--- src/design/rv_exec_pkg.sv ---
package rv_exec_pkg;

	// ========================================================================
	// Widths
	// ========================================================================

	localparam int N_REGS     = 32;
	localparam int XLEN       = 32;
	localparam int REG_ADDR_W = 5;

	typedef logic [XLEN-1:0]       word_t;
	typedef logic [REG_ADDR_W-1:0] reg_addr_t;
	typedef logic [31:0]           instr_t;

	// ========================================================================
	// Encodings
	// ========================================================================

	typedef enum logic [3:0] {
		ALU_ADD,
		ALU_SUB,
		ALU_SLL,
		ALU_SLT,
		ALU_SLTU,
		ALU_XOR,
		ALU_SRL,
		ALU_SRA,
		ALU_OR,
		ALU_AND
	} alu_op_e;

	// Major opcodes handled by the pipeline, all others are illegal
	typedef enum logic [6:0] {
		OPC_OP     = 7'b0110011,
		OPC_OP_IMM = 7'b0010011,
		OPC_LUI    = 7'b0110111
	} opcode_e;

	// ========================================================================
	// Stage payloads
	// ========================================================================

	// Decode to execute
	typedef struct packed {
		logic      valid;
		reg_addr_t rs1;
		reg_addr_t rs2;
		reg_addr_t rd;
		word_t     imm;
		logic      use_imm;
		logic      zero_a;    // LUI and illegal encodings
		alu_op_e   alu_op;
		logic      illegal;
	} decoded_t;

	// Execute to writeback, also fed back for bypass
	typedef struct packed {
		logic      valid;
		reg_addr_t rd;
		word_t     result;
		logic      illegal;
	} result_t;

	typedef struct packed {
		logic      valid;
		reg_addr_t rd;
		word_t     result;
		logic      illegal;
	} wb_t;

endpackage

--- src/design/rv_decoder.sv ---
`timescale 1ns/1ps

module rv_decoder (
	input  logic                  clk,
	input  logic                  rst_n,
	input  logic                  instr_valid_i,
	input  rv_exec_pkg::instr_t   instr_i,
	output rv_exec_pkg::reg_addr_t rs1_addr_o,
	output rv_exec_pkg::reg_addr_t rs2_addr_o,
	output rv_exec_pkg::decoded_t dec_o
);
	import rv_exec_pkg::*;

	opcode_e    opcode;
	logic [2:0] funct3;
	logic [6:0] funct7;
	word_t      imm_i;
	word_t      imm_u;
	decoded_t   dec_d;

	logic       valid_q;
	logic       use_imm_q;
	logic       zero_a_q;
	logic       illegal_q;
	alu_op_e    alu_op_q;
	reg_addr_t  rd_q;
	reg_addr_t  rs1_q;
	reg_addr_t  rs2_q;
	word_t      imm_q;

	assign opcode = opcode_e'(instr_i[6:0]);
	assign funct3 = instr_i[14:12];
	assign funct7 = instr_i[31:25];
	assign imm_i  = {{20{instr_i[31]}}, instr_i[31:20]};
	assign imm_u  = {instr_i[31:12], 12'h000};

	// Regfile reads start now so data lines up with dec_o
	assign rs1_addr_o = instr_i[19:15];
	assign rs2_addr_o = instr_i[24:20];

	always_comb begin
		dec_d = '0;
		dec_d.valid = instr_valid_i;
		dec_d.rs1 = instr_i[19:15];
		dec_d.rs2 = instr_i[24:20];
		dec_d.rd = instr_i[11:7];
		case (funct3)
			3'b000: dec_d.alu_op = ALU_ADD;
			3'b001: dec_d.alu_op = ALU_SLL;
			3'b010: dec_d.alu_op = ALU_SLT;
			3'b011: dec_d.alu_op = ALU_SLTU;
			3'b100: dec_d.alu_op = ALU_XOR;
			3'b101: dec_d.alu_op = ALU_SRL;
			3'b110: dec_d.alu_op = ALU_OR;
			default: dec_d.alu_op = ALU_AND;
		endcase
		case (opcode)
			OPC_OP: begin
				if (funct7 == 7'b0100000 && funct3 == 3'b000) begin
					dec_d.alu_op = ALU_SUB;
				end else if (funct7 == 7'b0100000 && funct3 == 3'b101) begin
					dec_d.alu_op = ALU_SRA;
				end else if (funct7 != 7'b0000000) begin
					dec_d.illegal = 1'b1;
				end
			end
			OPC_OP_IMM: begin
				dec_d.imm = imm_i;
				dec_d.use_imm = 1'b1;
				// Only the shifts constrain the upper immediate bits
				if (funct3 == 3'b101 && funct7 == 7'b0100000) begin
					dec_d.alu_op = ALU_SRA;
				end else if (funct3[1:0] == 2'b01 && funct7 != 7'b0000000) begin
					dec_d.illegal = 1'b1;
				end
			end
			OPC_LUI: begin
				dec_d.imm = imm_u;
				dec_d.use_imm = 1'b1;
				dec_d.zero_a = 1'b1;
				dec_d.alu_op = ALU_ADD;
			end
			default: dec_d.illegal = 1'b1;
		endcase
		// Illegal encodings produce 0 + 0 with no destination
		if (dec_d.illegal) begin
			dec_d.imm = '0;
			dec_d.use_imm = 1'b1;
			dec_d.zero_a = 1'b1;
			dec_d.alu_op = ALU_ADD;
		end
		if (!instr_valid_i || dec_d.illegal) begin
			dec_d.rd = '0;
		end
		dec_d.illegal = dec_d.illegal && instr_valid_i;
	end

	always_ff @(posedge clk or negedge rst_n) begin
		if (!rst_n) begin
			valid_q   <= 1'b0;
			use_imm_q <= 1'b0;
			zero_a_q  <= 1'b0;
			illegal_q <= 1'b0;
			alu_op_q  <= ALU_ADD;
			rd_q      <= '0;
		end else begin
			valid_q   <= dec_d.valid;
			use_imm_q <= dec_d.use_imm;
			zero_a_q  <= dec_d.zero_a;
			illegal_q <= dec_d.illegal;
			alu_op_q  <= dec_d.alu_op;
			rd_q      <= dec_d.rd;
		end
	end

	always_ff @(posedge clk) begin
		rs1_q <= dec_d.rs1;
		rs2_q <= dec_d.rs2;
		imm_q <= dec_d.imm;
	end

	assign dec_o = '{valid: valid_q, rs1: rs1_q, rs2: rs2_q, rd: rd_q, imm: imm_q,
		use_imm: use_imm_q, zero_a: zero_a_q, alu_op: alu_op_q, illegal: illegal_q};

	// Downstream write and bypass rely on rd alone
	a_illegal_no_rd: assert property (@(posedge clk) disable iff (!rst_n)
		dec_o.illegal |-> dec_o.rd == '0);

endmodule

--- src/design/rv_exec_top.sv ---
`timescale 1ns/1ps

module rv_exec_top (
	input  logic                clk,
	input  logic                rst_n,
	input  logic                instr_valid_i,
	input  rv_exec_pkg::instr_t instr_i,
	output rv_exec_pkg::wb_t    wb_o
);
	import rv_exec_pkg::*;

	reg_addr_t rs1_addr;
	reg_addr_t rs2_addr;
	word_t     rdata1;
	word_t     rdata2;
	decoded_t  dec;
	result_t   res;
	result_t   xw;
	result_t   wx;
	reg_addr_t rf_waddr;
	word_t     rf_wdata;
	logic      rf_wen;

	rv_decoder u_decoder (
		.clk           (clk),
		.rst_n         (rst_n),
		.instr_valid_i (instr_valid_i),
		.instr_i       (instr_i),
		.rs1_addr_o    (rs1_addr),
		.rs2_addr_o    (rs2_addr),
		.dec_o         (dec)
	);

	rv_regfile u_regfile (
		.clk      (clk),
		.rst_n    (rst_n),
		.raddr1_i (rs1_addr),
		.raddr2_i (rs2_addr),
		.rdata1_o (rdata1),
		.rdata2_o (rdata2),
		.waddr_i  (rf_waddr),
		.wdata_i  (rf_wdata),
		.wen_i    (rf_wen)
	);

	rv_execute u_execute (
		.clk      (clk),
		.rst_n    (rst_n),
		.dec_i    (dec),
		.rdata1_i (rdata1),
		.rdata2_i (rdata2),
		.xw_i     (xw),
		.wx_i     (wx),
		.res_o    (res)
	);

	rv_writeback u_writeback (
		.clk        (clk),
		.rst_n      (rst_n),
		.res_i      (res),
		.wb_o       (wb_o),
		.rf_waddr_o (rf_waddr),
		.rf_wdata_o (rf_wdata),
		.rf_wen_o   (rf_wen),
		.xw_o       (xw),
		.wx_o       (wx)
	);

endmodule

--- src/design/rv_execute.sv ---
`timescale 1ns/1ps

module rv_execute (
	input  logic                  clk,
	input  logic                  rst_n,
	input  rv_exec_pkg::decoded_t dec_i,
	input  rv_exec_pkg::word_t    rdata1_i,
	input  rv_exec_pkg::word_t    rdata2_i,
	input  rv_exec_pkg::result_t  xw_i,
	input  rv_exec_pkg::result_t  wx_i,
	output rv_exec_pkg::result_t  res_o
);
	import rv_exec_pkg::*;

	word_t      op_a;
	word_t      op_b;
	logic [4:0] shamt;
	word_t      alu_y;

	logic       valid_q;
	logic       illegal_q;
	reg_addr_t  rd_q;
	word_t      result_q;

	// Newest value first: xw is one instruction ahead, wx two ahead
	function automatic word_t fwd_operand(
		input reg_addr_t idx,
		input word_t     rf_val,
		input result_t   xw,
		input result_t   wx
	);
		word_t val;
		if (idx == '0) begin
			val = '0;
		end else if (xw.rd == idx) begin
			val = xw.result;
		end else if (wx.rd == idx) begin
			val = wx.result;
		end else begin
			val = rf_val;
		end
		return val;
	endfunction

	// ========================================================================
	// Operand select and ALU
	// ========================================================================

	assign op_a  = dec_i.zero_a ? '0 : fwd_operand(dec_i.rs1, rdata1_i, xw_i, wx_i);
	assign op_b  = dec_i.use_imm ? dec_i.imm : fwd_operand(dec_i.rs2, rdata2_i, xw_i, wx_i);
	assign shamt = op_b[4:0];

	always_comb begin
		case (dec_i.alu_op)
			ALU_ADD:  alu_y = op_a + op_b;
			ALU_SUB:  alu_y = op_a - op_b;
			ALU_SLL:  alu_y = op_a << shamt;
			ALU_SLT:  alu_y = {{(XLEN-1){1'b0}}, $signed(op_a) < $signed(op_b)};
			ALU_SLTU: alu_y = {{(XLEN-1){1'b0}}, op_a < op_b};
			ALU_XOR:  alu_y = op_a ^ op_b;
			ALU_SRL:  alu_y = op_a >> shamt;
			ALU_SRA:  alu_y = word_t'($signed(op_a) >>> shamt);
			ALU_OR:   alu_y = op_a | op_b;
			default:  alu_y = op_a & op_b;
		endcase
	end

	// ========================================================================
	// Result register
	// ========================================================================

	always_ff @(posedge clk or negedge rst_n) begin
		if (!rst_n) begin
			valid_q   <= 1'b0;
			illegal_q <= 1'b0;
			rd_q      <= '0;
		end else begin
			valid_q   <= dec_i.valid;
			illegal_q <= dec_i.illegal;
			rd_q      <= dec_i.rd;
		end
	end

	always_ff @(posedge clk) begin
		result_q <= alu_y;
	end

	assign res_o = '{valid: valid_q, rd: rd_q, result: result_q, illegal: illegal_q};

	// Catches a bypass or regfile path that picked up undriven data
	a_result_known: assert property (@(posedge clk) disable iff (!rst_n)
		res_o.valid |-> !$isunknown(res_o.result));

endmodule

--- src/design/rv_regfile.sv ---
`timescale 1ns/1ps

module rv_regfile (
	input  logic                   clk,
	input  logic                   rst_n,
	input  rv_exec_pkg::reg_addr_t raddr1_i,
	input  rv_exec_pkg::reg_addr_t raddr2_i,
	output rv_exec_pkg::word_t     rdata1_o,
	output rv_exec_pkg::word_t     rdata2_o,
	input  rv_exec_pkg::reg_addr_t waddr_i,
	input  rv_exec_pkg::word_t     wdata_i,
	input  logic                   wen_i
);
	import rv_exec_pkg::*;

	word_t regs [N_REGS];

	always_ff @(posedge clk or negedge rst_n) begin
		if (!rst_n) begin
			for (int i = 0; i < N_REGS; i++) begin
				regs[i] <= '0;
			end
		end else if (wen_i) begin
			regs[waddr_i] <= wdata_i;
		end
	end

	// Registered reads, a write on the same edge is not seen
	always_ff @(posedge clk) begin
		rdata1_o <= regs[raddr1_i];
		rdata2_o <= regs[raddr2_i];
	end

	// x0 must stay zero, writeback filters rd == 0
	a_no_x0_write: assert property (@(posedge clk) disable iff (!rst_n)
		wen_i |-> waddr_i != '0);

endmodule

--- src/design/rv_writeback.sv ---
`timescale 1ns/1ps

module rv_writeback (
	input  logic                   clk,
	input  logic                   rst_n,
	input  rv_exec_pkg::result_t   res_i,
	output rv_exec_pkg::wb_t       wb_o,
	output rv_exec_pkg::reg_addr_t rf_waddr_o,
	output rv_exec_pkg::word_t     rf_wdata_o,
	output logic                   rf_wen_o,
	output rv_exec_pkg::result_t   xw_o,
	output rv_exec_pkg::result_t   wx_o
);
	import rv_exec_pkg::*;

	logic      wx_valid_q;
	logic      wx_illegal_q;
	reg_addr_t wx_rd_q;
	word_t     wx_result_q;

	assign wb_o = '{valid: res_i.valid, rd: res_i.rd, result: res_i.result,
		illegal: res_i.illegal};

	// Bubbles and illegal ops already carry rd == 0
	assign rf_waddr_o = res_i.rd;
	assign rf_wdata_o = res_i.result;
	assign rf_wen_o   = |res_i.rd;

	assign xw_o = res_i;

	// Covers the edge where the regfile write and the next read coincide
	always_ff @(posedge clk or negedge rst_n) begin
		if (!rst_n) begin
			wx_valid_q   <= 1'b0;
			wx_illegal_q <= 1'b0;
			wx_rd_q      <= '0;
		end else begin
			wx_valid_q   <= res_i.valid;
			wx_illegal_q <= res_i.illegal;
			wx_rd_q      <= res_i.rd;
		end
	end

	always_ff @(posedge clk) begin
		wx_result_q <= res_i.result;
	end

	assign wx_o = '{valid: wx_valid_q, rd: wx_rd_q, result: wx_result_q,
		illegal: wx_illegal_q};

	a_illegal_wb_rd: assert property (@(posedge clk) disable iff (!rst_n)
		wb_o.valid && wb_o.illegal |-> wb_o.rd == '0);

endmodule

--- config.mk ---
export PLATFORM = sky130hd
export DESIGN_NAME = rv_exec_top
export DESIGN_NICKNAME = d
export VERILOG_FILES = /design/src/design/rv_exec_pkg.sv /design/src/design/rv_decoder.sv /design/src/design/rv_exec_top.sv /design/src/design/rv_execute.sv /design/src/design/rv_regfile.sv /design/src/design/rv_writeback.sv
export SDC_FILE = /design/constraint.sdc
export NUM_CORES = 2
export LEC_CHECK = 0
export BUFFER_PORTS_ARGS = -buffer_cell sky130_fd_sc_hd__buf_4
export CAP_MARGIN = 0
export CELL_PAD_IN_SITES_DETAIL_PLACEMENT = 1
export CELL_PAD_IN_SITES_GLOBAL_PLACEMENT = 1
export CORE_MARGIN = 2
export CORE_UTILIZATION = 47
export CTS_BUF_LIST = sky130_fd_sc_hd__clkbuf_4 sky130_fd_sc_hd__clkbuf_8 sky130_fd_sc_hd__clkbuf_16
export DETAILED_ROUTE_END_ITERATION = 8
export PLACE_DENSITY = 0.75
export SLEW_MARGIN = 20
export SYNTH_ARGS = -nofsm -noshare
export SYNTH_HDL_FRONTEND = slang
export SYNTH_HIERARCHICAL = 1
export SYNTH_SLANG_ARGS = --single-unit
--- constraint.sdc ---
create_clock -name clk -period 4.6 [get_ports clk]
set_input_delay 0.23 -clock clk [delete_from_list [all_inputs] [get_ports clk]]
set_output_delay 0.23 -clock clk [all_outputs]
set_load 0.03 [all_outputs]
==> results by group <==
Status
  • Run status: finished with violations
  • Violated checks: negative setup slack

Synthesis
  • Synthesized instance count: between 6000 and 7000
  • Yosys warnings: 6
  • Mean instance size in the synthesized netlist: 10.68 sq um
  • Netlist Area Pre-Place: 0.07321 sq mm
  • Mapped Nets: about 7000

Worst setup path
  • Category of the most critical setup path: reg2reg
  • Cell Chain, Critical Path: buf_4, xor2_1, or2_1, buf_4, o21ai_0, a311oi_4, inv_1, fa_2, nand2b_4, a21oi_4, nor2_2, or3_4, a21boi_2, buf_4, nor3_2, buf_4, nor4_4, nor3_2, nor4_4, o221ai_2
  • Most frequent cell on the critical path: buf_4
  • Crit path max-delay cell type: a311oi_4
  • Kind of cell adding the most delay to the critical path: simple AND/OR/NAND/NOR gates
  • Required time of the critical path: 5.23 ns
  • Worst setup EP type: register
  • Maximum single-stage delay on the critical path: ~0.5 ns
  • Largest fanout on the critical path: 4
  • Setup crit start kind: register
  • Critical path data arrival time: 5.26 ns
  • Critical path buffer and inverter count: 5

Worst hold path
  • Hold Path Class: in2reg

Floorplanning
  • Height of the die: ~400 microns
  • Row Count: between 100 and 150
  • Die X-Extent: 398.7 microns
  • Initial Utilization: 0.4742
  • IO Pins: 74
  • Total die area: 0.1589 sq mm
  • Core region area: 0.1544 sq mm

Power and ir drop
  • Switching power as a share of total power: 0.2577
  • Internal cell power: 18.39 mW
  • Clock share of power: 0.475
  • IR drop worst, VDD: about 0.32 mV
  • Flop pwr share: 0.439
  • Net Switching: 6.387 mW
  • LEAKAGE: just under 40 nW
  • Pwr per Cell Area: approximately 300 mW/mm^2
  • Combinational power share: 0.085

Flow run
  • Max-cap violations: 0

Drt
  • Routed wire length: approximately 300000 microns
  • First drt pass iteration count: 5
  • Via/cell ratio: 6.681
  • Detailed-route DRC error count: 0
  • DRT antenna net count: 0
  • Initial detailed-routing violation count: 5839
  • Avg WL per Cell: 32.96 microns
  • Total via count after detailed routing: 60630

STA
  • Highest achievable clock rate: 216.1 MHz
  • Min Tclk post-route: roughly 4.6 ns
  • Setup ws final: -0.02757 ns
  • Final count of pins violating max slew: 0
  • Relative slew slack: 0.1521
  • Fin. Hold Viols: 0
  • Actual transition at the worst max-transition pin: 1.265 ns
  • Setup repair after global routing missed its margin: yes
  • Number of setup violations in the final report: 1
  • Worst Clk Skew: 0.05141 ns
  • Post-route fraction of the period consumed by the critical path: 1.006

Clock tree
  • Sink Count: 1219
  • Clock buffers created by TritonCTS: 138
  • Maximum level of the CTS H-tree: 4
  • CTS clk-pin slew, worst paths: 0.06 ns
  • Root cell of the clock tree: clkbuf_16
  • Clock tree from TritonCTS: done
  • Bufs on Longest Clock Path: 3
  • Clk_lat worst skew: between 0.8 and 0.9 ns

Cells and area
  • Fraction of the core area covered by cells at the end of the flow: 0.5390
  • Signed area change from the synthesized netlist to the final layout: 13.69%
  • Final net count: 7048
  • Fillcell total: 16290
  • Cell area after layout: 0.08323 sq mm
  • Fraction of final layout cells with drive strength greater than 1: 0.3014

Global route
  • Global router's overall resource usage: 0.3686
  • GR Overflow Total: 0
  • Wire length of the first global-routing pass: 435500 microns
  • Initial antenna violation count: 12
  • Largest net degree at the start of global routing: 134
  • Number of global-route vias before repair: 63390

Placement
  • Count of buffers inserted at the top-level ports: 73
  • Placement Cell Area: slightly below 0.08 sq mm
  • RD Place Congestion: 1.019
  • Detailed placer's ending HPWL: a little under 200000 microns
[state kept, by name, summed over array words and instances (netlist names), 32 cells and up]
name                     count
u_decoder/imm_q             32
u_regfile/rdata1_o          32
u_regfile/rdata2_o          32
u_execute/result_q          32
u_writeback/wx_result_q     32
u_regfile/regs            1024
[per-layer routing]
metal / up-vias / wire (microns) / share of wire / GRT usage
li1: 25250 / - / - / -
met1: 31510 / 120900 / 0.40 / 0.4733
met2: 2918 / 135300 / 0.45 / 0.5769
met3: 933 / 23840 / 0.080 / 0.07620
met4: 10 / 19020 / 0.064 / 0.2117
met5: - / 74 / 0.00025 / 0
[power groups by stage]
stage	Clock, mW	Combinational, mW	Sequential, mW
floorplan	0	1.11	11.0
global placement	0	1.96	11.1
detailed placement	0	1.98	11.1
CTS	11.9	2.04	10.9
global route	12.3	2.19	10.9
finish	11.8	2.11	10.9
[what timing repair did]
item | CTS | global route
setup endpoints to repair | 16 | 20
pin swaps | 11 | 44
hold buffers | 40 | 0
gates cloned | 1 | 0
buffers inserted | 7 | 22
resized for setup | 57 | 113
hold endpoints to repair | 308 | 0
[metrics by stage]
step | hold WS, ns | power (mW) | setup slack (ns) | std cells | setup TNS [ns]
after floorplan | -0.06559 | 12.11 | 0.006920 | 6856 | 0
after global placement | 0.2671 | 13.04 | -0.9284 | 8748 | -2.307
after detailed placement | 0.2509 | 13.06 | -0.9731 | 8748 | -3.292
after CTS | 0.01096 | 24.85 | -0.04179 | 9050 | -0.04179
after global routing | 0.1339 | 25.42 | -0.1203 | 9072 | -0.6037
final | 0.08622 | 24.78 | -0.02757 | 9074 | -0.02757
[final timing paths]
kind | startpoint | endpoint | slack [ns] | cells after the start
max | u_writeback/wx_rd_q[2] | u_execute/result_q[0] | -0.03 | 20
min | instr_i[1] | u_decoder/imm_q[12] | 0.09 | 5
max reg2reg | u_writeback/wx_rd_q[2] | u_execute/result_q[0] | -0.03 | 20
min reg2reg | u_decoder/rd_q[2] | u_execute/rd_q[2] | 0.34 | 0
max in group asynchronous | rst_n | u_regfile/regs[81] | 2.76 | 4
min in group asynchronous | rst_n | u_regfile/regs[484] | 0.53 | 3
[area by class of cell]
cell class / count / area, sq um / area share
multi-input cells: 4800 / 40010 / 0.4807
flip-flops and latches: 1219 / 29660 / 0.3563
repair buffers: 660 / 5746 / 0.06903
clock buffers: 215 / 4297 / 0.05162
well taps: 2044 / 2557 / 0.03073
clock inverters: 39 / 604.3 / 0.007261
inverters: 95 / 356.6 / 0.004284
diodes: 2 / 5.005 / 0.00006013
[worst min-delay path: stages]
cell and delay [ns]:
buf_4 0.11, nand2_1 0.09, nor2_1 0.08, and3_1 0.19
a21o_1 0.16
[cell usage in the layout, fill, tap and decap left out, drive strengths merged, types with 110 or more instances in the layout]
master  count
dfrtp    1049
nand2     378
a22o      157
clkbuf    215
nor3      150
a31oi     110
o21ai     193
a21oi     359
mux2i    1069
nand3     348
mux2     1036
nor2      175
dfxtp     170
buf       620
a22oi     205
Power figures use the tool's default switching activity.
